**src/verilog/pip_pkg.sv**
```systemverilog
package pip_pkg;

  localparam int imem_words = 64;
  localparam int imem_aw    = 6;
  localparam int dmem_words = 16;
  localparam int dmem_aw    = 4;

  // opcodes
  localparam logic [5:0] OPC_RTYPE = 6'h00;
  localparam logic [5:0] OPC_ADDI  = 6'h08;
  localparam logic [5:0] OPC_ADDIU = 6'h09;
  localparam logic [5:0] OPC_SLTI  = 6'h0a;
  localparam logic [5:0] OPC_SLTIU = 6'h0b;
  localparam logic [5:0] OPC_ANDI  = 6'h0c;
  localparam logic [5:0] OPC_ORI   = 6'h0d;
  localparam logic [5:0] OPC_XORI  = 6'h0e;
  localparam logic [5:0] OPC_LUI   = 6'h0f;
  localparam logic [5:0] OPC_LW    = 6'h23;
  localparam logic [5:0] OPC_SW    = 6'h2b;

  // R-format function codes
  localparam logic [5:0] FN_SLL  = 6'd0;
  localparam logic [5:0] FN_SRL  = 6'd2;
  localparam logic [5:0] FN_SRA  = 6'd3;
  localparam logic [5:0] FN_SLLV = 6'd4;
  localparam logic [5:0] FN_SRLV = 6'd6;
  localparam logic [5:0] FN_SRAV = 6'd7;
  localparam logic [5:0] FN_ADD  = 6'd32;
  localparam logic [5:0] FN_ADDU = 6'd33;
  localparam logic [5:0] FN_SUB  = 6'd34;
  localparam logic [5:0] FN_SUBU = 6'd35;
  localparam logic [5:0] FN_AND  = 6'd36;
  localparam logic [5:0] FN_OR   = 6'd37;
  localparam logic [5:0] FN_XOR  = 6'd38;
  localparam logic [5:0] FN_NOR  = 6'd39;
  localparam logic [5:0] FN_SLT  = 6'd42;
  localparam logic [5:0] FN_SLTU = 6'd43;

  typedef enum logic [3:0] {
    OP_PASS_A, OP_ADD, OP_SUB, OP_AND, OP_OR, OP_XOR,
    OP_NOR, OP_SLL, OP_SRL, OP_SRA, OP_LUI
  } alu_op_t;

  typedef enum logic {RES_ALU, RES_SET} alu_res_t;

  typedef enum logic [1:0] {
    FWD_NONE, FWD_FROM_EXMEM, FWD_FROM_MEMWB, FWD_FROM_MEMWB_LATE
  } fwd_t;

  typedef struct packed {
    logic [5:0] opc;
    logic [4:0] rs;
    logic [4:0] rt;
    logic [4:0] rd;
    logic [4:0] shamt;
    logic [5:0] funct;
  } r_fmt_t;

  typedef struct packed {
    logic [5:0]  opc;
    logic [4:0]  rs;
    logic [4:0]  rt;
    logic [15:0] imm;
  } i_fmt_t;

  typedef union packed {
    r_fmt_t r;
    i_fmt_t i;
  } inst_t;

endpackage
```
**src/verilog/inst_fetch.sv**
```systemverilog
`timescale 1ns/1ps

module inst_fetch (
  input  logic                       clock,
  input  logic                       reset,
  input  logic                       run,
  input  logic                       stall,
  input  logic                       imem_we,
  input  logic [pip_pkg::imem_aw-1:0] imem_addr,
  input  logic [31:0]                imem_wdata,
  output pip_pkg::inst_t             inst,
  output logic                       inst_valid
);

  logic [31:0]                   imem [pip_pkg::imem_words];
  logic [pip_pkg::imem_words-1:0] loaded; // words written since reset
  logic [pip_pkg::imem_aw:0]     pc;      // top bit set once past the memory
  logic [31:0]                   word;

  always_ff @(posedge clock) begin
    if (imem_we)
      imem[imem_addr] <= imem_wdata;
  end

  always_ff @(posedge clock) begin
    if (reset)
      loaded <= '0;
    else if (imem_we)
      loaded[imem_addr] <= 1'b1;
  end

  // unloaded or out of range reads as sll r0, a no-op
  assign word = (!pc[pip_pkg::imem_aw] && loaded[pc[pip_pkg::imem_aw-1:0]]) ?
                imem[pc[pip_pkg::imem_aw-1:0]] : 32'd0;

  always_ff @(posedge clock) begin
    if (reset) begin
      pc         <= '0;
      inst_valid <= 1'b0;
    end else if (!stall) begin
      inst_valid <= run;
      if (run && !pc[pip_pkg::imem_aw])
        pc <= pc + 1'b1;
    end
  end

  always_ff @(posedge clock) begin
    if (run && !stall)
      inst <= word; // IF/ID holds on stall
  end

endmodule

```
**config.mk**
```make
export PLATFORM = sky130hd
export DESIGN_NAME = inst_fetch
export DESIGN_NICKNAME = d
export VERILOG_FILES = /design/src/verilog/pip_pkg.sv /design/src/verilog/inst_fetch.sv
export SDC_FILE = /design/constraint.sdc
export NUM_CORES = 2
export LEC_CHECK = 0
export ABC_CLOCK_PERIOD_IN_PS = 5200
export BUFFER_PORTS_ARGS = -buffer_cell sky130_fd_sc_hd__buf_2
export CORE_ASPECT_RATIO = 1.25
export CORE_MARGIN = 2
export CORE_UTILIZATION = 30
export DETAILED_ROUTE_END_ITERATION = 8
export GPL_TIMING_DRIVEN = 0
export HOLD_SLACK_MARGIN = 0.1
export PLACE_DENSITY = 0.53
export SYNTH_ARGS = -nofsm -noshare
export SYNTH_HDL_FRONTEND = slang
export SYNTH_SLANG_ARGS = --single-unit
```
**constraint.sdc**
```tcl
create_clock -name clock -period 5.2 [get_ports clock]
set_input_delay 0.52 -clock clock [delete_from_list [all_inputs] [get_ports clock]]
set_output_delay 0.52 -clock clock [all_outputs]
set_load 0.01 [all_outputs]
```
==> implementation parameters <==
Parameter                              Value

Run status
  Run status    finished, violations left
  Violated checks    max-capacitance violations, max-slew violations, negative setup slack

Final layout
  Final core occ    35.1%
  Final Net Count    4224
  Leading cell type in the layout, fill and taps excluded    sky130_fd_sc_hd__edfxtp_1
  Count of fill cells added during filler insertion    25166
  Growth of design area from synthesis to finish    16.3%
  Fraction of layout instances using a drive strength above 1    26.5%
  Top library cells by usage in the layout, fill and taps aside    sky130_fd_sc_hd__edfxtp_1, sky130_fd_sc_hd__mux4_2, sky130_fd_sc_hd__mux2i_1

Die
  Die outline height    591 um
  Top-level port count    76
  Number of rows created at floorplan    215
  Die width    473 um
  Effective utilization at floorplan    30.1%
  Full die area    280000 um2
  Std-Cell Core Area    274000 um2

STA
  Min Tclk post-route    5290 ps
  Post-layout worst setup margin    -88.0 ps
  Worst slew slack as a fraction of its limit    -10.4%
  Final critical-path share of the clock period    102%
  Skew final    59.4 ps
  Final Hold Fails    0
  Number of max-slew violations in the final report    6
  Highest attainable clock frequency    189 MHz
  Setup TNS Final    -110 ps
  Unrepaired setup endpoints after global routing    false
  Final-report setup violation count    2
  Actual transition at the worst max-transition pin    1640 ps

Critical path
  Data arrival time of the critical path    5800 ps
  Setup Crit Path Kind    reg -> reg
  Launch instance of the worst register-to-register path    pc[2]$_SDFFE_PP0P_
  Reg2Reg Setup Slack    -90 ps
  Critical path capture point type    register
  Worst reg2reg endpoint    inst[12]$_SDFFCE_PN0P_
  Depth of the most critical reg-to-reg path    9
  Crit path max fanout    10
  Critical Path RT    5710 ps
  Sort of element at the start of the critical path    register

Pwr
  Portion of total power attributed to the clock network    40.5%
  Share of total power in combinational logic    4.8%
  Internal power    27400 uW
  Sw frac    21.7%
  Leakage power total    0.0288 uW
  Part of the total power dissipated in sequential elements    54.7%
  Power density over cell area    364 nW/um2
  Switching power total    7580 uW
  Peak VDD IR    0.000259 V

Synth
  EDFF count, synth    2080
  Synthesized Nets    3841
  Post-synthesis share of cell area spent on full adders, half adders and majority gates    0.0151%
  Number of distinct standard cells referenced by the synthesized netlist    72
  Xor-xnor portion of the synthesized cell area    0.0424%
  Mux cell area share after synthesis    15.4%
  Cell taking the most area after synthesis    sky130_fd_sc_hd__edfxtp_1
  Gate Count Post-Synth    3797
  Main area contributors after synthesis    sky130_fd_sc_hd__edfxtp_1, sky130_fd_sc_hd__mux4_2, sky130_fd_sc_hd__mux2i_1
  Post-synthesis instance area    82600 um2
  Fraction of the mapped netlist area in compound gates    3.13%
  Dominant combinational cell family by area after synthesis    multiplexers
  Share of Yosys cell area claimed by the top area cell type    75.6%
  Number of synthesis warnings    0
  Synth Flop Type    sky130_fd_sc_hd__edfxtp_1
  Count of state elements after synthesis    2152
  Post-synthesis sequential area ratio    77.3%
  Async set-or-reset flop fraction in the synthesized netlist    0%
  Basic-gate share of the synthesized area counting and, or, nand and nor cells    2.09%
  Mean Syn Cell Area    21.8 um2

Placement
  HPWL after detailed placement    185000 um
  PortBufs    73
  Final weighted congestion of routability-driven global placement    0.838

Detailed routing
  Remaining DRCs    0
  Number of detailed-route iterations in the first pass    6
  Post-detailed-route count of antenna-violating nets    0
  Detailed router's first-iteration violation count    5693
  Post-Route WL    279000 um
  Via total after detailed routing    42550
  Vias per std cell    5.37
  Routed len/inst    35.2 um

Global route
  Overall fraction of global-route tracks in use    19.6%
  Antenna violations before repair    17
  Global route total overflow    0
  Global-route wire length before repair    373000 um
  Pin count of the biggest net entering global routing    65
  Via count of the first global-routing pass    42277

Clock network
  CTS tree    built
  Sink count of the clock tree    2152
  Cts bufs inserted    202
  Number of setup buffers added after CTS    0
  Clock Pin Slew Worst Setup and Hold Paths    60 ps
  Clock latency at the later pin of the worst-skew pair    870 ps
  Root buf cell    sky130_fd_sc_hd__clkbuf_16
  H-tree lvl count    4
  Max Buffers Root-to-Sink    4

Hold path
  Hold path startpoint    imem_wdata[5]
  Worst min-delay path endpoint    imem[21][5]$_DFFE_PP_
  Tightest Hold Check Type    in -> reg
  Hold depth    1

Flow run
  Max-cap viol count    2
==> metal layers <==
layer	part of all wire, %	routed length (um)	GRT usage, %
met5	0.0061	17	0
met1	37	104000	23.9
met3	7.2	20000	3.33
met4	5.6	15600	9.48
met2	50	140000	33.6
==> stage by stage <==
step	hold slack [ps]	power, uW	setup slack, ps	cells	cell area (um2)
finish	131	35000	-88.0	7919	96100
global route	118	35800	140	7913	96100
CTS	177	35200	200	7907	96000
detailed placement	457	21200	243	7551	89900
global placement	446	21100	-3500	7450	87500
floorplan	435	20400	1470	3797	82600
==> cell usage after synthesis (4+ instances only) <==
cell type / instances
sky130_fd_sc_hd__nand2b_1: 8
sky130_fd_sc_hd__and2_1: 4
sky130_fd_sc_hd__buf_2: 46
sky130_fd_sc_hd__o41ai_1: 4
sky130_fd_sc_hd__a211oi_1: 19
sky130_fd_sc_hd__mux2i_1: 232
sky130_fd_sc_hd__a221oi_1: 8
sky130_fd_sc_hd__o21ai_0: 11
sky130_fd_sc_hd__nor2_1: 235
sky130_fd_sc_hd__or2_2: 4
sky130_fd_sc_hd__a211o_1: 29
sky130_fd_sc_hd__nand2_1: 52
sky130_fd_sc_hd__mux4_2: 443
sky130_fd_sc_hd__a2111oi_0: 16
sky130_fd_sc_hd__buf_12: 9
sky130_fd_sc_hd__nand4_1: 9
sky130_fd_sc_hd__nand3_1: 21
sky130_fd_sc_hd__mux4_1: 13
sky130_fd_sc_hd__a22o_1: 28
sky130_fd_sc_hd__a31oi_1: 9
sky130_fd_sc_hd__o221ai_1: 39
sky130_fd_sc_hd__buf_6: 48
sky130_fd_sc_hd__a32o_1: 4
sky130_fd_sc_hd__a22oi_1: 67
sky130_fd_sc_hd__buf_4: 50
sky130_fd_sc_hd__and3_1: 4
sky130_fd_sc_hd__nor3_1: 8
sky130_fd_sc_hd__mux2_2: 9
sky130_fd_sc_hd__clkbuf_1: 45
sky130_fd_sc_hd__edfxtp_1: 2080
sky130_fd_sc_hd__a21oi_1: 62
sky130_fd_sc_hd__dfxtp_1: 72
sky130_fd_sc_hd__nor2b_1: 19
sky130_fd_sc_hd__buf_8: 5
sky130_fd_sc_hd__o22ai_1: 25
sky130_fd_sc_hd__or3_1: 5
==> sequential cells by signal (all words and copies together), names as in the netlist <==
name	cells
inst	32
loaded	64
pc	7
inst_valid	1
imem	2048
==> cell families after synthesis <==
family / count (synthesis)
compound gates: 342
xor+xnor: 4
fa+ha+maj: 1
buf+inv: 211
flops: 2152
mux: 697
simple gates: 390
==> worst max-delay path, stage by stage, from the launching register on <==
cell                       delay (ps)
sky130_fd_sc_hd__dfxtp_1          360
sky130_fd_sc_hd__buf_4            200
sky130_fd_sc_hd__buf_4            310
sky130_fd_sc_hd__nor2b_1          560
sky130_fd_sc_hd__clkbuf_1         950
sky130_fd_sc_hd__clkbuf_1        1100
sky130_fd_sc_hd__a22oi_1          310
sky130_fd_sc_hd__nand3_1          180
sky130_fd_sc_hd__o21ai_0          100
sky130_fd_sc_hd__nor3_1           810
==> worst max path at each step <==
stage / cells past startpoint / to / from / slack (ps)
after floorplan: 4 / imem[48][0]$_DFFE_PP_ / imem_addr[4] / 1470
after global placement: 4 / imem[40][3]$_DFFE_PP_ / imem_we / -3500
after detailed placement: 9 / inst[12]$_SDFFCE_PN0P_ / pc[2]$_SDFFE_PP0P_ / 240
after CTS: 9 / inst[12]$_SDFFCE_PN0P_ / pc[2]$_SDFFE_PP0P_ / 200
after global routing: 9 / inst[12]$_SDFFCE_PN0P_ / pc[2]$_SDFFE_PP0P_ / 140
final: 9 / inst[12]$_SDFFCE_PN0P_ / pc[2]$_SDFFE_PP0P_ / -90
==> power by group through the flow <==
stage	logic (uW)	clock network [uW]	registers [uW]
detailed placement	1670	0	19500
global route	1730	14900	19200
finish	1670	14200	19200
CTS	1670	14300	19200
global placement	1600	0	19500
floorplan	832	0	19500
==> timing repair <==
item | 4_1_cts | 5_1_grt
hold buffers | 1 | 0
resized for setup | 0 | 0
endpoints found under the hold margin | 1 | 0
==> layout make-up <==
class / count / area (um2) / share of cell area, %
repair buffers: 179 / 2430 / 2.53
multi-input cells: 1434 / 17600 / 18.3
diodes: 8 / 20.0 / 0.0208
clock inverters: 89 / 682 / 0.709
flip-flops and latches: 2152 / 63900 / 66.5
well taps: 3580 / 4480 / 4.66
clock buffers: 266 / 5400 / 5.62
inverters: 1 / 3.75 / 0.00390
plain buffers: 210 / 1620 / 1.69
Power figures use the tool's default switching activity.
