===== config.mk =====
export PLATFORM = sky130hd
export DESIGN_NAME = inst_decode_flat
export DESIGN_NICKNAME = d
export VERILOG_FILES = /design/src/verilog/pip_pkg.sv /design/src/verilog/id_ex_if.sv /design/src/verilog/inst_decode.sv /design/src/flat_wrapper.sv
export SDC_FILE = /design/constraint.sdc
export NUM_CORES = 1
export LEC_CHECK = 0
export ABC_AREA = 0
export BUFFER_PORTS_ARGS = -buffer_cell sky130_fd_sc_hd__buf_2
export CAP_MARGIN = 0
export CORE_AREA = 2 2 93 95
export DETAILED_ROUTE_END_ITERATION = 8
export DIE_AREA = 0 0 95 97
export GPL_ROUTABILITY_DRIVEN = 0
export SYNTH_ARGS = -nofsm -noshare
export SYNTH_HDL_FRONTEND = slang
export SYNTH_SLANG_ARGS = --single-unit

===== constraint.sdc =====
create_clock -name vclk -period 5.9
set_clock_uncertainty 0.1 [all_clocks]
set_input_delay 1.475 -clock vclk [all_inputs]
set_output_delay 1.475 -clock vclk [all_outputs]
set_load 0.03 [all_outputs]

===== src/verilog/pip_pkg.sv =====
package pip_pkg;

  localparam int imem_words = 64;
  localparam int imem_aw    = 6;
  localparam int dmem_words = 16;
  localparam int dmem_aw    = 4;

  // opcodes
  localparam logic [5:0] OPC_RTYPE = 6'h00;
  localparam logic [5:0] OPC_ADDI  = 6'h08;
  localparam logic [5:0] OPC_ADDIU = 6'h09;
  localparam logic [5:0] OPC_SLTI  = 6'h0a;
  localparam logic [5:0] OPC_SLTIU = 6'h0b;
  localparam logic [5:0] OPC_ANDI  = 6'h0c;
  localparam logic [5:0] OPC_ORI   = 6'h0d;
  localparam logic [5:0] OPC_XORI  = 6'h0e;
  localparam logic [5:0] OPC_LUI   = 6'h0f;
  localparam logic [5:0] OPC_LW    = 6'h23;
  localparam logic [5:0] OPC_SW    = 6'h2b;

  // R-format function codes
  localparam logic [5:0] FN_SLL  = 6'd0;
  localparam logic [5:0] FN_SRL  = 6'd2;
  localparam logic [5:0] FN_SRA  = 6'd3;
  localparam logic [5:0] FN_SLLV = 6'd4;
  localparam logic [5:0] FN_SRLV = 6'd6;
  localparam logic [5:0] FN_SRAV = 6'd7;
  localparam logic [5:0] FN_ADD  = 6'd32;
  localparam logic [5:0] FN_ADDU = 6'd33;
  localparam logic [5:0] FN_SUB  = 6'd34;
  localparam logic [5:0] FN_SUBU = 6'd35;
  localparam logic [5:0] FN_AND  = 6'd36;
  localparam logic [5:0] FN_OR   = 6'd37;
  localparam logic [5:0] FN_XOR  = 6'd38;
  localparam logic [5:0] FN_NOR  = 6'd39;
  localparam logic [5:0] FN_SLT  = 6'd42;
  localparam logic [5:0] FN_SLTU = 6'd43;

  typedef enum logic [3:0] {
    OP_PASS_A, OP_ADD, OP_SUB, OP_AND, OP_OR, OP_XOR,
    OP_NOR, OP_SLL, OP_SRL, OP_SRA, OP_LUI
  } alu_op_t;

  typedef enum logic {RES_ALU, RES_SET} alu_res_t;

  typedef enum logic [1:0] {
    FWD_NONE, FWD_FROM_EXMEM, FWD_FROM_MEMWB, FWD_FROM_MEMWB_LATE
  } fwd_t;

  typedef struct packed {
    logic [5:0] opc;
    logic [4:0] rs;
    logic [4:0] rt;
    logic [4:0] rd;
    logic [4:0] shamt;
    logic [5:0] funct;
  } r_fmt_t;

  typedef struct packed {
    logic [5:0]  opc;
    logic [4:0]  rs;
    logic [4:0]  rt;
    logic [15:0] imm;
  } i_fmt_t;

  typedef union packed {
    r_fmt_t r;
    i_fmt_t i;
  } inst_t;

endpackage

===== src/verilog/id_ex_if.sv =====
`timescale 1ns/1ps

interface id_ex_if;
  logic              valid;
  logic [31:0]       a;
  logic [31:0]       b;
  logic [31:0]       imm;
  logic              use_imm;
  logic [4:0]        shamt;
  pip_pkg::alu_op_t  alu_op;
  pip_pkg::alu_res_t alu_res_sel;
  logic              alu_set_u;
  pip_pkg::fwd_t     a_fwd;
  pip_pkg::fwd_t     b_fwd;
  logic              load;
  logic              store;
  logic [4:0]        dest_reg;
  logic              dest_valid;

  modport decode (
    output valid, a, b, imm, use_imm, shamt, alu_op, alu_res_sel, alu_set_u,
    output a_fwd, b_fwd, load, store, dest_reg, dest_valid
  );
  modport source (
    output valid, a, b, imm, use_imm, shamt, alu_op, alu_res_sel, alu_set_u,
    output a_fwd, b_fwd, load, store, dest_reg, dest_valid
  );
  modport sink (
    input valid, a, b, imm, use_imm, shamt, alu_op, alu_res_sel, alu_set_u,
    input a_fwd, b_fwd, load, store, dest_reg, dest_valid
  );
  modport hazard (input dest_reg, dest_valid, load);
endinterface


===== src/verilog/inst_decode.sv =====
`timescale 1ns/1ps

module inst_decode (
  input  pip_pkg::inst_t inst,
  input  logic           inst_valid,
  input  logic [31:0]    rd_data1,
  input  logic [31:0]    rd_data2,
  id_ex_if.hazard        ex_in,
  input  logic [4:0]     ex_mem_dest_reg,
  input  logic           ex_mem_dest_valid,
  output logic [4:0]     rd_addr1,
  output logic [4:0]     rd_addr2,
  output logic           stall,
  id_ex_if.decode        dec_out
);

  logic known, a_used, b_used, b_late, imm_sext, dest_ok, is_load, is_store;
  logic a_need, b_need;
  logic a_match_idex, b_match_idex, a_match_exmem, b_match_exmem;
  logic [4:0] dest;

  always_comb begin
    known    = 1'b1;
    a_used   = 1'b1;
    b_used   = 1'b0;
    b_late   = 1'b0;
    imm_sext = 1'b0;
    dest_ok  = 1'b1;
    is_load  = 1'b0;
    is_store = 1'b0;
    dest     = inst.i.rt;
    dec_out.use_imm     = 1'b1;
    dec_out.shamt       = 5'd0;
    dec_out.alu_op      = pip_pkg::OP_PASS_A;
    dec_out.alu_res_sel = pip_pkg::RES_ALU;
    dec_out.alu_set_u   = 1'b0;

    case (inst.r.opc)
      pip_pkg::OPC_RTYPE: begin
        dest            = inst.r.rd;
        b_used          = 1'b1;
        dec_out.use_imm = 1'b0;
        case (inst.r.funct)
          pip_pkg::FN_SLL, pip_pkg::FN_SLLV: dec_out.alu_op = pip_pkg::OP_SLL;
          pip_pkg::FN_SRL, pip_pkg::FN_SRLV: dec_out.alu_op = pip_pkg::OP_SRL;
          pip_pkg::FN_SRA, pip_pkg::FN_SRAV: dec_out.alu_op = pip_pkg::OP_SRA;
          pip_pkg::FN_ADD, pip_pkg::FN_ADDU: dec_out.alu_op = pip_pkg::OP_ADD;
          pip_pkg::FN_SUB, pip_pkg::FN_SUBU: dec_out.alu_op = pip_pkg::OP_SUB;
          pip_pkg::FN_AND: dec_out.alu_op = pip_pkg::OP_AND;
          pip_pkg::FN_OR:  dec_out.alu_op = pip_pkg::OP_OR;
          pip_pkg::FN_XOR: dec_out.alu_op = pip_pkg::OP_XOR;
          pip_pkg::FN_NOR: dec_out.alu_op = pip_pkg::OP_NOR;
          pip_pkg::FN_SLT, pip_pkg::FN_SLTU: begin
            dec_out.alu_op      = pip_pkg::OP_SUB;
            dec_out.alu_res_sel = pip_pkg::RES_SET;
            dec_out.alu_set_u   = (inst.r.funct == pip_pkg::FN_SLTU);
          end
          default: known = 1'b0;
        endcase
        if (inst.r.funct[5:2] == 4'd0) begin // sll, srl, sra take shamt
          a_used        = 1'b0;
          dec_out.shamt = inst.r.shamt;
        end
      end
      pip_pkg::OPC_ADDI, pip_pkg::OPC_ADDIU: begin
        dec_out.alu_op = pip_pkg::OP_ADD;
        imm_sext       = 1'b1;
      end
      pip_pkg::OPC_SLTI, pip_pkg::OPC_SLTIU: begin
        dec_out.alu_op      = pip_pkg::OP_SUB;
        dec_out.alu_res_sel = pip_pkg::RES_SET;
        dec_out.alu_set_u   = (inst.i.opc == pip_pkg::OPC_SLTIU);
        imm_sext            = 1'b1;
      end
      pip_pkg::OPC_ANDI: dec_out.alu_op = pip_pkg::OP_AND;
      pip_pkg::OPC_ORI:  dec_out.alu_op = pip_pkg::OP_OR;
      pip_pkg::OPC_XORI: dec_out.alu_op = pip_pkg::OP_XOR;
      pip_pkg::OPC_LUI: begin
        dec_out.alu_op = pip_pkg::OP_LUI;
        a_used         = 1'b0;
      end
      pip_pkg::OPC_LW: begin
        dec_out.alu_op = pip_pkg::OP_ADD;
        imm_sext       = 1'b1;
        is_load        = 1'b1;
      end
      pip_pkg::OPC_SW: begin
        dec_out.alu_op = pip_pkg::OP_ADD;
        imm_sext       = 1'b1;
        is_store       = 1'b1;
        b_used         = 1'b1;
        b_late         = 1'b1; // store data only needed in MEM
        dest_ok        = 1'b0;
      end
      default: known = 1'b0;
    endcase
  end

  assign dec_out.valid      = inst_valid && known;
  assign dec_out.load       = dec_out.valid && is_load;
  assign dec_out.store      = dec_out.valid && is_store;
  assign dec_out.dest_reg   = dest;
  assign dec_out.dest_valid = dec_out.valid && dest_ok && (dest != 5'd0);

  assign a_need = dec_out.valid && a_used;
  assign b_need = dec_out.valid && b_used;

  assign rd_addr1 = inst.r.rs;
  assign rd_addr2 = inst.r.rt;

  // unused A is zero so exec can merge shamt and A[4:0]
  assign dec_out.a   = a_need ? rd_data1 : 32'd0;
  assign dec_out.b   = rd_data2;
  assign dec_out.imm = imm_sext ? {{16{inst.i.imm[15]}}, inst.i.imm} : {16'd0, inst.i.imm};

  assign a_match_idex  = ex_in.dest_valid && a_need && (inst.r.rs == ex_in.dest_reg);
  assign b_match_idex  = ex_in.dest_valid && b_need && (inst.r.rt == ex_in.dest_reg);
  assign a_match_exmem = ex_mem_dest_valid && a_need && (inst.r.rs == ex_mem_dest_reg);
  assign b_match_exmem = ex_mem_dest_valid && b_need && (inst.r.rt == ex_mem_dest_reg);

  always_comb begin
    if (a_match_idex)
      dec_out.a_fwd = pip_pkg::FWD_FROM_EXMEM;
    else if (a_match_exmem)
      dec_out.a_fwd = pip_pkg::FWD_FROM_MEMWB;
    else
      dec_out.a_fwd = pip_pkg::FWD_NONE;

    if (b_match_idex && ex_in.load)
      dec_out.b_fwd = pip_pkg::FWD_FROM_MEMWB_LATE; // only reached by a store
    else if (b_match_idex)
      dec_out.b_fwd = pip_pkg::FWD_FROM_EXMEM;
    else if (b_match_exmem)
      dec_out.b_fwd = pip_pkg::FWD_FROM_MEMWB;
    else
      dec_out.b_fwd = pip_pkg::FWD_NONE;
  end

  assign stall = ex_in.load && (a_match_idex || (!b_late && b_match_idex));

endmodule


===== src/flat_wrapper.sv =====
// flat-port wrapper written by rule: the top's interface ports become plain ports
module inst_decode_flat 
  (inst, inst_valid, rd_data1, rd_data2, ex_mem_dest_reg, ex_mem_dest_valid, rd_addr1, rd_addr2, stall, ex_in_dest_reg, ex_in_dest_valid, ex_in_load, dec_out_valid, dec_out_a, dec_out_b, dec_out_imm, dec_out_use_imm, dec_out_shamt, dec_out_alu_op, dec_out_alu_res_sel, dec_out_alu_set_u, dec_out_a_fwd, dec_out_b_fwd, dec_out_load, dec_out_store, dec_out_dest_reg, dec_out_dest_valid);
  id_ex_if ex_in_i ();
  id_ex_if dec_out_i ();
  input  pip_pkg::inst_t inst;
  input  logic inst_valid;
  input  logic [31:0] rd_data1;
  input  logic [31:0] rd_data2;
  input  logic [4:0] ex_mem_dest_reg;
  input  logic ex_mem_dest_valid;
  output logic [4:0] rd_addr1;
  output logic [4:0] rd_addr2;
  output logic stall;
  input wire logic [$bits(ex_in_i.dest_reg)-1:0] ex_in_dest_reg;
  input wire logic [$bits(ex_in_i.dest_valid)-1:0] ex_in_dest_valid;
  input wire logic [$bits(ex_in_i.load)-1:0] ex_in_load;
  output wire logic [$bits(dec_out_i.valid)-1:0] dec_out_valid;
  output wire logic [$bits(dec_out_i.a)-1:0] dec_out_a;
  output wire logic [$bits(dec_out_i.b)-1:0] dec_out_b;
  output wire logic [$bits(dec_out_i.imm)-1:0] dec_out_imm;
  output wire logic [$bits(dec_out_i.use_imm)-1:0] dec_out_use_imm;
  output wire logic [$bits(dec_out_i.shamt)-1:0] dec_out_shamt;
  output wire logic [$bits(dec_out_i.alu_op)-1:0] dec_out_alu_op;
  output wire logic [$bits(dec_out_i.alu_res_sel)-1:0] dec_out_alu_res_sel;
  output wire logic [$bits(dec_out_i.alu_set_u)-1:0] dec_out_alu_set_u;
  output wire logic [$bits(dec_out_i.a_fwd)-1:0] dec_out_a_fwd;
  output wire logic [$bits(dec_out_i.b_fwd)-1:0] dec_out_b_fwd;
  output wire logic [$bits(dec_out_i.load)-1:0] dec_out_load;
  output wire logic [$bits(dec_out_i.store)-1:0] dec_out_store;
  output wire logic [$bits(dec_out_i.dest_reg)-1:0] dec_out_dest_reg;
  output wire logic [$bits(dec_out_i.dest_valid)-1:0] dec_out_dest_valid;
  assign ex_in_i.dest_reg = ex_in_dest_reg;
  assign ex_in_i.dest_valid = ex_in_dest_valid;
  assign ex_in_i.load = ex_in_load;
  assign dec_out_valid = dec_out_i.valid;
  assign dec_out_a = dec_out_i.a;
  assign dec_out_b = dec_out_i.b;
  assign dec_out_imm = dec_out_i.imm;
  assign dec_out_use_imm = dec_out_i.use_imm;
  assign dec_out_shamt = dec_out_i.shamt;
  assign dec_out_alu_op = dec_out_i.alu_op;
  assign dec_out_alu_res_sel = dec_out_i.alu_res_sel;
  assign dec_out_alu_set_u = dec_out_i.alu_set_u;
  assign dec_out_a_fwd = dec_out_i.a_fwd;
  assign dec_out_b_fwd = dec_out_i.b_fwd;
  assign dec_out_load = dec_out_i.load;
  assign dec_out_store = dec_out_i.store;
  assign dec_out_dest_reg = dec_out_i.dest_reg;
  assign dec_out_dest_valid = dec_out_i.dest_valid;
  inst_decode u_core (.inst(inst), .inst_valid(inst_valid), .rd_data1(rd_data1), .rd_data2(rd_data2), .ex_in(ex_in_i), .ex_mem_dest_reg(ex_mem_dest_reg), .ex_mem_dest_valid(ex_mem_dest_valid), .rd_addr1(rd_addr1), .rd_addr2(rd_addr2), .stall(stall), .dec_out(dec_out_i));
endmodule

==> summary.txt <==
Highest Clock Rate: 194 MHz
Tightest Pin Transition: 0.753 ns
Largest cells by area after synthesis: sky130_fd_sc_hd__buf_4 35%, sky130_fd_sc_hd__and2_1 16%, sky130_fd_sc_hd__xor2_1 9.5%
Accumulated negative setup slack: 0 ns
Hold violation total from the final report: 0
Final Setup Violations: 0
Routed WL: 6130 um
VDD IR-drop max: 27.7 uV
Total I/O pin count: 242
Initial antenna violation count: 2
Power Dens Cells: 67.7 nW/um2
Status: completed
First-pass GRT wire length: 8450 um
Via count: 1,842
Number of setup buffers added after CTS: 0
Cell area after synthesis: 1570 um2
Post-layout nets: 438
Flip-flop and latch area: 0 um2
Capturing element of the worst setup path: dec_out_a[27]
Class of the worst hold path: primary input to primary output
Number of gates resized after cts: 0
Warnings from Yosys: 0
Gr ovfl total: 0
DRC Markers: 0
Average vias per placed instance: 4.26
Layout cells sized above 1: 58.0%
Synth cell types: 35
Average cell area after synthesis: 6.91 um2
Post-route fraction of the period consumed by the critical path: 87.5%
Hold buffer count at cts: 0
Commonest non-fill, non-tap cell in the layout: sky130_fd_sc_hd__buf_2
Most used cells in the layout excluding fill and tap cells: 178 x sky130_fd_sc_hd__buf_2, 39 x sky130_fd_sc_hd__and2_1, 17 x sky130_fd_sc_hd__xor2_1, 14 x sky130_fd_sc_hd__nor2_1, 9 x sky130_fd_sc_hd__nor4_1
Cell type with the highest aggregate area in the netlist: sky130_fd_sc_hd__buf_4
Worst path required time: 4.32 ns
Wire length per cell: 14.2 um
Time the worst path needs with I/O delays and setup: 5.16 ns
Share of the synthesized area in the top cell type: 35.4%
Overall die height: 97 um
Nature of the critical path startpoint: primary input
Capturing element type of the critical path: primary output
Slew Limit Headroom: 49.3%
Number of global-route vias before repair: 1,656
Data arrival, critical path: 3.59 ns
DR pass1 iterations: 4
Cell Count, Final, Fillers Out: 432
Total die area: 9220 um2
Share of the yosys chip area belonging to registers: 0%
Overall Global Routing Usage: 11.6%
Count of clock buffers in the final design: 0
Final count of pins violating max slew: 0
Maximum fanout count along the critical path: 32
Post-Synthesis Net Count: 337
Initial Util: 19.3%
DP Wirelength: 5660 um
Die outline width: 95 um
Leakage power total: 1.19 nW
Seq_cells: 0
Post-Place Cells: 431
Core area: 8130 um2
Syn Inst Count: 227
Pin count of the biggest net entering global routing: 33
Antenna-violating nets left: 0
Std-Cell Rows: 33
Worst setup path startpoint: inst[31]
Port buffer count: 178
RSZ-0062 raised after global routing: false
Initial DRC Count: 27
Synthesis-to-finish area growth: 28.2%
Number of max-capacitance violations reported: 0
Classification of the worst setup path: primary input to primary output
==> metrics by stage <==
step	util (%)	hold slack [ns]	setup WS (ns)	area, um2	power, mW
floorplan	-	2.97	0.687	1570	0.132
global placement	24.6	2.85	0.477	2000	0.136
detailed placement	24.6	2.85	0.382	2000	0.137
CTS	24.6	2.85	0.381	2000	0.137
global route	24.7	2.85	0.539	2010	0.148
finish	24.7	2.85	0.735	2010	0.136
==> cells in the mapped netlist (4+ instances only) <==
cell type,count
sky130_fd_sc_hd__a21oi_1,6
sky130_fd_sc_hd__and2_1,39
sky130_fd_sc_hd__buf_4,74
sky130_fd_sc_hd__mux2_2,4
sky130_fd_sc_hd__nand2_1,8
sky130_fd_sc_hd__nand2b_1,7
sky130_fd_sc_hd__nor2_1,14
sky130_fd_sc_hd__nor4_1,9
sky130_fd_sc_hd__o21ai_0,8
sky130_fd_sc_hd__xnor2_1,5
sky130_fd_sc_hd__xor2_1,17
==> per-layer routing <==
layer	vias to the layer above	track usage, %	routed length, um
li1	885	-	-
met1	826	12.0	2110
met2	119	23.6	3240
met3	10	3.19	739
met4	2	0.669	32
met5	-	0	13
==> area by class of cell <==
| class | count | area (um2) |
|---|---|---|
| Tap cell | 105 | 131 |
| Timing Repair Buffer | 178 | 891 |
| Antenna cell | 1 | 2.50 |
| Multi-Input combinational cell | 146 | 978 |
| Fill cell | 943 | 6120 |
| Inverter | 2 | 7.51 |
==> kinds of logic (layout without fill, tap and decap cells) <==
kind of cell	Yosys count	count (layout)	share of synthesized area, %
AND/OR/NAND/NOR	95	95	36.4
buffers and inverters	81	180	38.0
AO/OA/AOI/OAI	23	23	8.85
XOR/XNOR	22	22	12.3
multiplexers	6	6	4.47
other	0	1	0
==> report_power, final <==
group          internal, mW  switching, mW
combinational        0.0495         0.0866
sequential                0              0
clock          0.0000000227              0
total                0.0495         0.0866
==> how the worst min path moves through the flow <==
stage                          to  cells after the start  slack, ns         start
floorplan            dec_out_load                      1       2.97      inst[29]
detailed placement  dec_out_b[27]                      0       2.85  rd_data2[27]
global placement    dec_out_b[27]                      0       2.85  rd_data2[27]
CTS                 dec_out_b[27]                      0       2.85  rd_data2[27]
finish              dec_out_b[14]                      0       2.85  rd_data2[14]
global route         dec_out_b[1]                      0       2.85   rd_data2[1]
==> worst max-delay path: stages <==
cell and delay, ns:
sky130_fd_sc_hd__buf_2 0.12, sky130_fd_sc_hd__or4_4 0.58, sky130_fd_sc_hd__nor2_1 0.16, sky130_fd_sc_hd__a31oi_1 0.14
sky130_fd_sc_hd__nor3_4 0.66, sky130_fd_sc_hd__and2_1 0.25, sky130_fd_sc_hd__buf_2 0.20
Power figures use the tool's default switching activity.
