### src/verilog/pip_pkg.sv
package pip_pkg;

  localparam int imem_words = 64;
  localparam int imem_aw    = 6;
  localparam int dmem_words = 16;
  localparam int dmem_aw    = 4;

  // opcodes
  localparam logic [5:0] OPC_RTYPE = 6'h00;
  localparam logic [5:0] OPC_ADDI  = 6'h08;
  localparam logic [5:0] OPC_ADDIU = 6'h09;
  localparam logic [5:0] OPC_SLTI  = 6'h0a;
  localparam logic [5:0] OPC_SLTIU = 6'h0b;
  localparam logic [5:0] OPC_ANDI  = 6'h0c;
  localparam logic [5:0] OPC_ORI   = 6'h0d;
  localparam logic [5:0] OPC_XORI  = 6'h0e;
  localparam logic [5:0] OPC_LUI   = 6'h0f;
  localparam logic [5:0] OPC_LW    = 6'h23;
  localparam logic [5:0] OPC_SW    = 6'h2b;

  // R-format function codes
  localparam logic [5:0] FN_SLL  = 6'd0;
  localparam logic [5:0] FN_SRL  = 6'd2;
  localparam logic [5:0] FN_SRA  = 6'd3;
  localparam logic [5:0] FN_SLLV = 6'd4;
  localparam logic [5:0] FN_SRLV = 6'd6;
  localparam logic [5:0] FN_SRAV = 6'd7;
  localparam logic [5:0] FN_ADD  = 6'd32;
  localparam logic [5:0] FN_ADDU = 6'd33;
  localparam logic [5:0] FN_SUB  = 6'd34;
  localparam logic [5:0] FN_SUBU = 6'd35;
  localparam logic [5:0] FN_AND  = 6'd36;
  localparam logic [5:0] FN_OR   = 6'd37;
  localparam logic [5:0] FN_XOR  = 6'd38;
  localparam logic [5:0] FN_NOR  = 6'd39;
  localparam logic [5:0] FN_SLT  = 6'd42;
  localparam logic [5:0] FN_SLTU = 6'd43;

  typedef enum logic [3:0] {
    OP_PASS_A, OP_ADD, OP_SUB, OP_AND, OP_OR, OP_XOR,
    OP_NOR, OP_SLL, OP_SRL, OP_SRA, OP_LUI
  } alu_op_t;

  typedef enum logic {RES_ALU, RES_SET} alu_res_t;

  typedef enum logic [1:0] {
    FWD_NONE, FWD_FROM_EXMEM, FWD_FROM_MEMWB, FWD_FROM_MEMWB_LATE
  } fwd_t;

  typedef struct packed {
    logic [5:0] opc;
    logic [4:0] rs;
    logic [4:0] rt;
    logic [4:0] rd;
    logic [4:0] shamt;
    logic [5:0] funct;
  } r_fmt_t;

  typedef struct packed {
    logic [5:0]  opc;
    logic [4:0]  rs;
    logic [4:0]  rt;
    logic [15:0] imm;
  } i_fmt_t;

  typedef union packed {
    r_fmt_t r;
    i_fmt_t i;
  } inst_t;

endpackage
### src/verilog/id_ex_if.sv
`timescale 1ns/1ps

interface id_ex_if;
  logic              valid;
  logic [31:0]       a;
  logic [31:0]       b;
  logic [31:0]       imm;
  logic              use_imm;
  logic [4:0]        shamt;
  pip_pkg::alu_op_t  alu_op;
  pip_pkg::alu_res_t alu_res_sel;
  logic              alu_set_u;
  pip_pkg::fwd_t     a_fwd;
  pip_pkg::fwd_t     b_fwd;
  logic              load;
  logic              store;
  logic [4:0]        dest_reg;
  logic              dest_valid;

  modport decode (
    output valid, a, b, imm, use_imm, shamt, alu_op, alu_res_sel, alu_set_u,
    output a_fwd, b_fwd, load, store, dest_reg, dest_valid
  );
  modport source (
    output valid, a, b, imm, use_imm, shamt, alu_op, alu_res_sel, alu_set_u,
    output a_fwd, b_fwd, load, store, dest_reg, dest_valid
  );
  modport sink (
    input valid, a, b, imm, use_imm, shamt, alu_op, alu_res_sel, alu_set_u,
    input a_fwd, b_fwd, load, store, dest_reg, dest_valid
  );
  modport hazard (input dest_reg, dest_valid, load);
endinterface

### src/verilog/exec_stage.sv
`timescale 1ns/1ps

module exec_stage (
  input  logic        clock,
  input  logic        reset,
  id_ex_if.sink       ex_in,
  output logic [4:0]  ex_mem_dest_reg,
  output logic        ex_mem_dest_valid,
  output logic        wb_valid,
  output logic [4:0]  wb_reg,
  output logic [31:0] wb_data
);

  logic [31:0] a_op, b_reg_val, b_op, alu_out, result;
  logic [4:0]  sh;
  logic        set_bit;

  logic [31:0] ex_mem_result, ex_mem_store_data;
  logic        ex_mem_late, ex_mem_load, ex_mem_store;
  logic [31:0] store_data;
  logic [pip_pkg::dmem_aw-1:0] dmem_addr;
  logic [31:0] dmem [pip_pkg::dmem_words];

  always_comb begin
    case (ex_in.a_fwd)
      pip_pkg::FWD_FROM_EXMEM: a_op = ex_mem_result;
      pip_pkg::FWD_FROM_MEMWB: a_op = wb_data;
      default:                 a_op = ex_in.a;
    endcase
    case (ex_in.b_fwd)
      pip_pkg::FWD_FROM_EXMEM: b_reg_val = ex_mem_result;
      pip_pkg::FWD_FROM_MEMWB: b_reg_val = wb_data;
      default:                 b_reg_val = ex_in.b; // late case patched in MEM
    endcase
  end

  assign b_op = ex_in.use_imm ? ex_in.imm : b_reg_val;
  assign sh   = ex_in.shamt | a_op[4:0]; // one of the two is zero

  always_comb begin
    case (ex_in.alu_op)
      pip_pkg::OP_ADD: alu_out = a_op + b_op;
      pip_pkg::OP_SUB: alu_out = a_op - b_op;
      pip_pkg::OP_AND: alu_out = a_op & b_op;
      pip_pkg::OP_OR:  alu_out = a_op | b_op;
      pip_pkg::OP_XOR: alu_out = a_op ^ b_op;
      pip_pkg::OP_NOR: alu_out = ~(a_op | b_op);
      pip_pkg::OP_SLL: alu_out = b_op << sh;
      pip_pkg::OP_SRL: alu_out = b_op >> sh;
      pip_pkg::OP_SRA: alu_out = $signed(b_op) >>> sh;
      pip_pkg::OP_LUI: alu_out = {b_op[15:0], 16'd0};
      default:         alu_out = a_op;
    endcase
  end

  assign set_bit = ex_in.alu_set_u ? (a_op < b_op) : ($signed(a_op) < $signed(b_op));
  assign result  = (ex_in.alu_res_sel == pip_pkg::RES_SET) ? {31'd0, set_bit} : alu_out;

  // EX/MEM
  always_ff @(posedge clock) begin
    ex_mem_result     <= result;
    ex_mem_store_data <= b_reg_val;
    ex_mem_late       <= (ex_in.b_fwd == pip_pkg::FWD_FROM_MEMWB_LATE);
    ex_mem_dest_reg   <= ex_in.dest_reg;
    if (reset) begin
      ex_mem_load       <= 1'b0;
      ex_mem_store      <= 1'b0;
      ex_mem_dest_valid <= 1'b0;
    end else begin
      ex_mem_load       <= ex_in.valid && ex_in.load;
      ex_mem_store      <= ex_in.valid && ex_in.store;
      ex_mem_dest_valid <= ex_in.valid && ex_in.dest_valid;
    end
  end

  assign dmem_addr  = ex_mem_result[pip_pkg::dmem_aw+1:2];
  assign store_data = ex_mem_late ? wb_data : ex_mem_store_data; // load just ahead

  always_ff @(posedge clock) begin
    if (ex_mem_store)
      dmem[dmem_addr] <= store_data;
  end

  // MEM/WB
  always_ff @(posedge clock) begin
    wb_data <= ex_mem_load ? dmem[dmem_addr] : ex_mem_result;
    wb_reg  <= ex_mem_dest_reg;
    if (reset)
      wb_valid <= 1'b0;
    else
      wb_valid <= ex_mem_dest_valid;
  end

endmodule

### src/flat_wrapper.sv
// flat-port wrapper written by rule: the top's interface ports become plain ports
module exec_stage_flat 
  (clock, reset, ex_mem_dest_reg, ex_mem_dest_valid, wb_valid, wb_reg, wb_data, ex_in_valid, ex_in_a, ex_in_b, ex_in_imm, ex_in_use_imm, ex_in_shamt, ex_in_alu_op, ex_in_alu_res_sel, ex_in_alu_set_u, ex_in_a_fwd, ex_in_b_fwd, ex_in_load, ex_in_store, ex_in_dest_reg, ex_in_dest_valid);
  id_ex_if ex_in_i ();
  input  logic clock;
  input  logic reset;
  output logic [4:0] ex_mem_dest_reg;
  output logic ex_mem_dest_valid;
  output logic wb_valid;
  output logic [4:0] wb_reg;
  output logic [31:0] wb_data;
  input wire logic [$bits(ex_in_i.valid)-1:0] ex_in_valid;
  input wire logic [$bits(ex_in_i.a)-1:0] ex_in_a;
  input wire logic [$bits(ex_in_i.b)-1:0] ex_in_b;
  input wire logic [$bits(ex_in_i.imm)-1:0] ex_in_imm;
  input wire logic [$bits(ex_in_i.use_imm)-1:0] ex_in_use_imm;
  input wire logic [$bits(ex_in_i.shamt)-1:0] ex_in_shamt;
  input wire logic [$bits(ex_in_i.alu_op)-1:0] ex_in_alu_op;
  input wire logic [$bits(ex_in_i.alu_res_sel)-1:0] ex_in_alu_res_sel;
  input wire logic [$bits(ex_in_i.alu_set_u)-1:0] ex_in_alu_set_u;
  input wire logic [$bits(ex_in_i.a_fwd)-1:0] ex_in_a_fwd;
  input wire logic [$bits(ex_in_i.b_fwd)-1:0] ex_in_b_fwd;
  input wire logic [$bits(ex_in_i.load)-1:0] ex_in_load;
  input wire logic [$bits(ex_in_i.store)-1:0] ex_in_store;
  input wire logic [$bits(ex_in_i.dest_reg)-1:0] ex_in_dest_reg;
  input wire logic [$bits(ex_in_i.dest_valid)-1:0] ex_in_dest_valid;
  assign ex_in_i.valid = ex_in_valid;
  assign ex_in_i.a = ex_in_a;
  assign ex_in_i.b = ex_in_b;
  assign ex_in_i.imm = ex_in_imm;
  assign ex_in_i.use_imm = ex_in_use_imm;
  assign ex_in_i.shamt = ex_in_shamt;
  assign ex_in_i.alu_op = ex_in_alu_op;
  assign ex_in_i.alu_res_sel = ex_in_alu_res_sel;
  assign ex_in_i.alu_set_u = ex_in_alu_set_u;
  assign ex_in_i.a_fwd = ex_in_a_fwd;
  assign ex_in_i.b_fwd = ex_in_b_fwd;
  assign ex_in_i.load = ex_in_load;
  assign ex_in_i.store = ex_in_store;
  assign ex_in_i.dest_reg = ex_in_dest_reg;
  assign ex_in_i.dest_valid = ex_in_dest_valid;
  exec_stage u_core (.clock(clock), .reset(reset), .ex_in(ex_in_i), .ex_mem_dest_reg(ex_mem_dest_reg), .ex_mem_dest_valid(ex_mem_dest_valid), .wb_valid(wb_valid), .wb_reg(wb_reg), .wb_data(wb_data));
endmodule
### config.mk
export PLATFORM = sky130hd
export DESIGN_NAME = exec_stage_flat
export DESIGN_NICKNAME = d
export VERILOG_FILES = /design/src/verilog/pip_pkg.sv /design/src/verilog/id_ex_if.sv /design/src/verilog/exec_stage.sv /design/src/flat_wrapper.sv
export SDC_FILE = /design/constraint.sdc
export NUM_CORES = 1
export LEC_CHECK = 0
export ABC_AREA = 1
export BUFFER_PORTS_ARGS = -buffer_cell sky130_fd_sc_hd__buf_2
export CORE_MARGIN = 2
export CORE_UTILIZATION = 35
export DETAILED_ROUTE_END_ITERATION = 8
export SLEW_MARGIN = 30
export SYNTH_ARGS = -nofsm -noshare
export SYNTH_HDL_FRONTEND = slang
export SYNTH_SLANG_ARGS = --single-unit
### constraint.sdc
create_clock -name clock -period 8.9 [get_ports clock]
set_input_delay 0.89 -clock clock [delete_from_list [all_inputs] [get_ports clock]]
set_output_delay 0.89 -clock clock [all_outputs]
set_load 0.01 [all_outputs]
==> impl_metrics.tcl, run 1 <==
set metrics [dict create \
    hp-class "reg -> reg" \
    total_leakage_power_nw 14.88 \
    clk_latency_ns 0.65 \
    wire_per_inst_um 27.72 \
    yosys.cell_types.count 67 \
    vdd_drop_max_v 0.0001533 \
    pwr_density_cell_mw_per_mm2 215.7 \
    port_buffers 166 \
    routed_wl_um 143500 \
    grt_antenna_before_repair 13 \
    netlist_instances 3758 \
    cts_setup_buffers 0 \
    die_x_um 316.5 \
    synth_top_area_cell "edfxtp_1" \
    syn-num-nets 3993 \
    finalClockSkew_ns 0.03521 \
    synth_top_cells_by_count "756 x nand2_1, 512 x edfxtp_1, 469 x nand3_1" \
    path_class "in -> reg" \
    vias 30630 \
    tns_ns 0 \
    slew-limit-headroom_pct 29.20 \
    detail-route-antenna-nets 0 \
    cp-end-kind "flip-flop" \
    crit_fanout 32 \
    yosysMostFrequentCell "nand2_1" \
    synth_area_leaders "edfxtp_1 45%, nand2_1 8.3%, nand3_1 6.9%, dfxtp_1 6.5%, a22oi_1 5.6%" \
    first_global_vias 28239 \
    cts.path.max_buffers 3 \
    drcViolationCount 0 \
    vias_per_cell 5.919 \
    synthesis.area_mm2 0.03418 \
    grt_pass1_wl_um 203600 \
    core_area_mm2 0.09671 \
    synth.avg_cell_area_um2 9.095 \
    area_growth_pct 12.34 \
    synth_top_area_share_pct 44.98 \
    grt_overflow 0 \
    timing.hold.ws_ns 0.3447 \
    slowest_delay_ns 0.97 \
    cts_buffers 68 \
    crit_slowest_cell "ha_1" \
    async_flop_share_pct 0 \
    cts.sinks 623 \
    ioPinCount 167 \
    cp_data_arrival_time_ns 5.97 \
    top_register "u_core.dmem" \
    drt_iter0_drc 4507 \
    synth_warnings 0 \
    drv_slew 0 \
    synth-seq-cells 623 \
    clk_pin_slew_ns 0.06 \
    fin_crit_ns 5.428 \
    crit_path_start_kind "primary input" \
    fin_crit_sh_pct 60.98 \
    die_y_um 316.5 \
    drive_above_1_share_pct 12.81 \
    gp_congestion 1.036 \
    track_usage_pct 28.03 \
    rows 114 \
    cap_violations 0 \
    die_area_mm2 0.1002 \
    largest_reg_flops 512 \
    dpl.hpwl_um 103600 \
    finalHoldViolCount 0 \
    h-tree-depth 3 \
    finalSetupViolations 0 \
    required_ns 9.44 \
    worst_slew_pin_slew_ns 1.055 \
    path_cells "buf_2 -> inv_1 -> ha_1 -> inv_2 -> buf_4 -> o211ai_1 -> o21ai_0 -> inv_1 -> ha_1 -> a21oi_1 -> inv_1 -> a31oi_1 -> nand2_1 -> a21oi_1 -> nand2_1 -> a21oi_1 -> o21ai_0 -> nand3_1 -> nor2_1 -> nor2_1" \
    fin_ws_ns 3.472 \
    cts_tree "built" \
    cts-resized-gates 0 \
    root_buffer "clkbuf_16" \
    synth-seq-area-share_pct 51.48 \
    initial_utilization_pct 35.34 \
    hold_buffers 0 \
    fmax_mhz 184.2 \
    nets 4078 \
    synthFlopType "edfxtp_1" \
    first_pass_iters 6 \
    grt_max_degree 71 \
    dp_slack_ns 3.032 \
    rsz0062_at_grt "no" \
    synth-edff-count 512 \
    status "finished clean" \
]
==> critical path, delay by kind of cell <==
family                     cells  cell delay [ns]
adders and majority gates      2             1.33
buffers and inverters          6             1.05
and+or+nand+nor                5             0.90
AOI/OAI and AO/OA              7             1.74
==> stage by stage <==
stage          util, %  cell area, um2  total power [mW]  cells
2_1_floorplan        -           34180             4.696   3758
3_3_place_gp     37.40           36170             5.474   5048
3_5_place_dp     37.40           36170             5.466   5048
4_1_cts          39.67           38360             8.241   5171
5_1_grt          39.71           38400             8.572   5175
6_report         39.71           38400             8.282   5175
==> path summary, 6_finish.rpt <==
| kind | cells past startpoint | slack [ns] | end | start |
|---|---|---|---|---|
| worst min register to register | 0 | 0.34 | u_core.wb_reg[3]$_DFF_P_ | u_core.ex_mem_dest_reg[3]$_DFF_P_ |
| worst max-delay path | 20 | 3.47 | u_core.ex_mem_result[19]$_SDFF_PP0_ | ex_in_a_fwd[0] |
| worst min-delay path | 0 | 0.34 | u_core.wb_reg[3]$_DFF_P_ | u_core.ex_mem_dest_reg[3]$_DFF_P_ |
| worst max register to register | 15 | 4.64 | u_core.ex_mem_result[14]$_SDFF_PP0_ | u_core.ex_mem_result[0]$_DFF_P_ |
==> final cells by class <==
class | instances | area [um2]
clock buffers | 86 | 1822
clock inverters | 37 | 369.1
fillers | 9756 | 58310
diodes | 3 | 7.507
multi-input cells | 2633 | 14590
inverters | 290 | 1099
repair buffers | 227 | 1309
flip-flops and latches | 623 | 17600
well taps | 1276 | 1597
==> logic make-up after synthesis <==
family	synth area share, %
simple gates	21.07
compound gates	15.91
flops	51.48
buf+inv	6.278
fa+ha+maj	4.144
mux	1.054
xor+xnor	0.05126
==> cell usage in the layout (no fill, tap or decap), types with 12 or more instances in the layout <==
| cell | netlist | final |
|---|---|---|
| nand3_2 | 16 | 16 |
| clkbuf_16 | 0 | 70 |
| edfxtp_1 | 512 | 512 |
| a31oi_1 | 20 | 20 |
| a221oi_1 | 12 | 12 |
| o21ai_0 | 181 | 181 |
| nand2_1 | 756 | 755 |
| dfxtp_1 | 111 | 109 |
| nor3_1 | 24 | 24 |
| a221o_1 | 15 | 15 |
| buf_4 | 9 | 60 |
| or2_2 | 20 | 20 |
| nand2_2 | 40 | 41 |
| a211oi_1 | 21 | 21 |
| or2_1 | 15 | 15 |
| nor2_1 | 214 | 193 |
| ha_1 | 110 | 109 |
| clkbuf_1 | 114 | 15 |
| inv_2 | 16 | 17 |
| a21oi_1 | 251 | 251 |
| nand3_1 | 469 | 469 |
| a22oi_1 | 256 | 256 |
| o21ai_1 | 22 | 22 |
| nor2_4 | 1 | 21 |
| inv_1 | 269 | 268 |
| mux2_2 | 32 | 32 |
| buf_2 | 55 | 166 |
| o211ai_1 | 23 | 23 |
| o41ai_1 | 16 | 16 |
| nand4_1 | 28 | 28 |
==> report_power, final <==
part | switching [mW] | internal (mW) | leakage (nW)
Combinational | 1.53 | 0.541 | 8.30
Sequential | 0.104 | 3.31 | 5.52
Clock | 1.23 | 1.56 | 1.05
Total | 2.87 | 5.41 | 14.9
==> routing by layer <==
layer  GRT usage [%]  share of wire, %  vias to the layer above  wire length [um]
met5               0             0.036                        -                51
met4           10.15               3.9                        8              5609
met3           5.729                11                      254             15280
met2           40.61                42                     1882             59990
met1           41.16                44                    14924             62540
li1                -                 -                    13562                 -
No activity file was read; power rests on OpenSTA's default activity.
==> run 2: changes to the inputs <==
--- a/config.mk
+++ b/config.mk
@@ -5,7 +5,7 @@
 export SDC_FILE = /design/constraint.sdc
 export NUM_CORES = 1
 export LEC_CHECK = 0
-export ABC_AREA = 1
+export ABC_AREA = 0
 export BUFFER_PORTS_ARGS = -buffer_cell sky130_fd_sc_hd__buf_2
 export CORE_MARGIN = 2
 export CORE_UTILIZATION = 35
==> constraint.sdc (replaced) <==
create_clock -name clock -period 4.7 [get_ports clock]
set_input_delay 0.47 -clock clock [delete_from_list [all_inputs] [get_ports clock]]
set_output_delay 0.47 -clock clock [all_outputs]
set_load 0.01 [all_outputs]
==> run 2 against run 1 <==
First-iteration DRC count shrank 28%; utilization rose by 2.7 points; routed wire length is 12% lower; total power increased by 96%; register-to-register slack lost 4.3 ns; worst setup slack got worse by 3.1 ns; cell area increased by 5.1%; via count is 15% lower; clock skew decreased by 0.0068 ns; critical path depth decreased by 4.
==> impl_metrics.tcl, run 2 <==
set metrics [dict create \
    status "finished clean" \
    die_area_mm2 0.09886 \
    dp_slack_ns -0.1644 \
    top_layer_used "met5" \
    cp-end-kind "flip-flop" \
    wl_met3_um 12690 \
    grt_antenna_before_repair 15 \
    finalSetupViolations 0 \
    rsz0062_at_grt "no" \
    hp-class "in -> reg" \
    die_x_um 314.4 \
    nets 3305 \
    port_buffers 166 \
    detail-route-antenna-nets 0 \
    cts_tree "built" \
    track_usage_pct 24.94 \
    yosys.cell_types.count 89 \
    die_y_um 314.4 \
    cts_buffers 58 \
    path_class "reg -> reg" \
    worst_slew_pin_slew_ns 0.9448 \
    fmax_mhz 228.6 \
    fin_crit_sh_pct 93.09 \
    finalHoldViolCount 0 \
    synth-edff-count 512 \
    grt_pass1_wl_um 180200 \
    rows 113 \
    async_flop_share_pct 0 \
    cp_data_arrival_time_ns 4.90 \
    synth-seq-cells 623 \
    final_common_cell "edfxtp_1" \
    wire_per_inst_um 28.66 \
    finalClockSkew_ns 0.02840 \
    top_register "u_core.dmem" \
    first_pass_iters 6 \
    drcViolationCount 0 \
    grt_overflow 0 \
    routed_wl_um 125800 \
    slew-limit-headroom_pct 36.78 \
    synth_top_cells_by_count "512 x edfxtp_1, 190 x nor2_1, 184 x nand2_1" \
    synth_area_leaders "edfxtp_1 46%, mux4_2 11%, dfxtp_1 6.6%, ha_1 4.1%, mux2i_1 3.4%" \
    cts_setup_buffers 0 \
    fin_crit_ns 4.375 \
    vdd_drop_max_v 0.0003767 \
    first_global_vias 25028 \
    final_area_mm2 0.04037 \
    drv_slew 0 \
    regToRegEndpoint "u_core.ex_mem_result[0]$_DFF_P_" \
    r2r_start "u_core.wb_data[2]$_DFF_P_" \
    yosysMostFrequentCell "edfxtp_1" \
    drt_iter0_drc 3253 \
    startpoint "u_core.wb_data[2]$_DFF_P_" \
    synthesis.area_mm2 0.03372 \
    m1WireLength_um 52590 \
    largest_reg_flops 512 \
    required_ns 5.22 \
    h-tree-depth 2 \
    crit_fanout 4 \
    grt_max_degree 134 \
    synth-seq-area-share_pct 52.18 \
    fin_ws_ns 0.3250 \
    wl_met2_um 56760 \
    synth.avg_cell_area_um2 12.39 \
    nFillCells 8903 \
    pwr_density_cell_mw_per_mm2 402.7 \
    root_buffer "clkbuf_16" \
    syn-num-nets 2956 \
    dpl.hpwl_um 91420 \
    min_path_cells 2 \
    clk_latency_ns 0.65 \
    crit_path_end "u_core.ex_mem_result[0]$_DFF_P_" \
    drive_above_1_share_pct 28.75 \
    netlist_instances 2721 \
    place_area_mm2 0.03817 \
    synth_warnings 0 \
    vias 26088 \
    vias_per_cell 5.943 \
    initial_utilization_pct 35.39 \
    gp_congestion 1.015 \
    synth_top_area_cell "edfxtp_1" \
    ioPinCount 167 \
    synth_top_area_share_pct 45.59 \
    cts.path.max_buffers 3 \
    crit_path_start_kind "flip-flop" \
    synthFlopType "edfxtp_1" \
    r2r_slack_ns 0.32 \
    area_growth_pct 19.69 \
    core_area_mm2 0.09529 \
    final_cell_mix "512 x edfxtp_1, 294 x buf_4, 184 x nand2_1" \
    clk_pin_slew_ns 0.07 \
    rr_worst_depth 16 \
    cap_violations 0 \
    total_leakage_power_nw 14.74 \
    cts.sinks 623 \
]
-- run 2: changes by cell type after synthesis, moves of 40 or more --
cell     change
nand2_1    -572
nand3_1    -433
a22oi_1    -195
mux4_2     +159
inv_1      -144
mux2i_1    +115
a21oi_1     -82
o21ai_0     -59
mux2_2      +47
nand2_2     -40
-- run 2: metrics by stage --
stage | hold slack [ns] | setup TNS [ns] | util, % | power, mW | instances
after floorplan | 0.3817 | 0 | - | 9.149 | 2721
after global placement | 0.3286 | -0.1499 | 40.04 | 11.07 | 4269
after detailed placement | 0.3341 | -0.2861 | 40.05 | 11.05 | 4269
after CTS | 0.001317 | 0 | 42.35 | 16.23 | 4385
after global routing | 0.02483 | 0 | 42.35 | 16.82 | 4385
final | 0.03230 | 0 | 42.36 | 16.26 | 4390
-- run 2: timing repair --
action                                  4_1_cts  5_1_grt
gates resized for setup                       0        0
endpoints found under the setup margin        0        0
endpoints found under the hold margin         6        0
hold buffers                                  6        0
-- run 2: layout make-up --
type | count | area [um2] | share of cell area [%]
tap | 1265 | 1583 | 3.921
clock inverter | 43 | 620.6 | 1.537
sequential | 623 | 17620 | 43.64
clock buffer | 67 | 1505 | 3.729
inverter | 126 | 473.0 | 1.172
antenna | 5 | 12.51 | 0.03100
multi-input combinational | 1774 | 15040 | 37.25
timing repair buffer | 487 | 3518 | 8.716
-- run 2: logic make-up (layout without fill, tap and decap cells) --
family	Yosys count	count (layout)	synth area share (%)
AOI/OAI and AO/OA	712	712	14.70
DFF	623	623	52.18
and+or+nand+nor	571	571	7.717
muxes	356	356	16.80
xor gates and xnor gates	23	23	0.5973
adders and majority gates	112	112	4.200
buffers and inverters	324	723	3.818
other	0	5	0
-- run 2: worst min-delay path by stage --
stage,start,to,slack [ns]
floorplan,u_core.ex_mem_dest_reg[0]$_DFF_P_,u_core.wb_reg[0]$_DFF_P_,0.38
global placement,u_core.ex_mem_dest_reg[0]$_DFF_P_,u_core.wb_reg[0]$_DFF_P_,0.33
detailed placement,u_core.ex_mem_dest_reg[4]$_DFF_P_,u_core.wb_reg[4]$_DFF_P_,0.33
CTS,ex_in_dest_valid,u_core.ex_mem_dest_valid$_SDFF_PP0_,0.001
global route,ex_in_dest_valid,u_core.ex_mem_dest_valid$_SDFF_PP0_,0.02
finish,ex_in_load,u_core.ex_mem_load$_SDFF_PP0_,0.03
-- run 2: routing by layer --
layer / vias to the layer above / global-route usage (%)
met5: - / 0
met4: 18 / 7.013
met3: 216 / 5.784
met2: 1386 / 38.63
met1: 13175 / 35.02
li1: 11293 / -
-- run 2: power breakdown --
part	leakage, nW	switching, mW	internal (mW)
clock	1.03	2.16	3.04
combinational	8.15	2.70	1.84
sequential	5.57	0.204	6.30
-- run 2: worst max-delay path, stage by stage, from the launching register on --
cell       delay, ns
dfxtp_1         0.49
a221oi_1        0.15
buf_4           0.18
or2_2           0.28
inv_1           0.11
ha_1            0.28
nand2b_1        0.18
a2111oi_0       0.61
nand4b_1        0.26
o22a_1          0.24
a221o_1         0.28
a21oi_1         0.13
o41ai_1         0.33
buf_4           0.18
a31o_2          0.18
a21oi_1         0.08
a311o_1         0.27
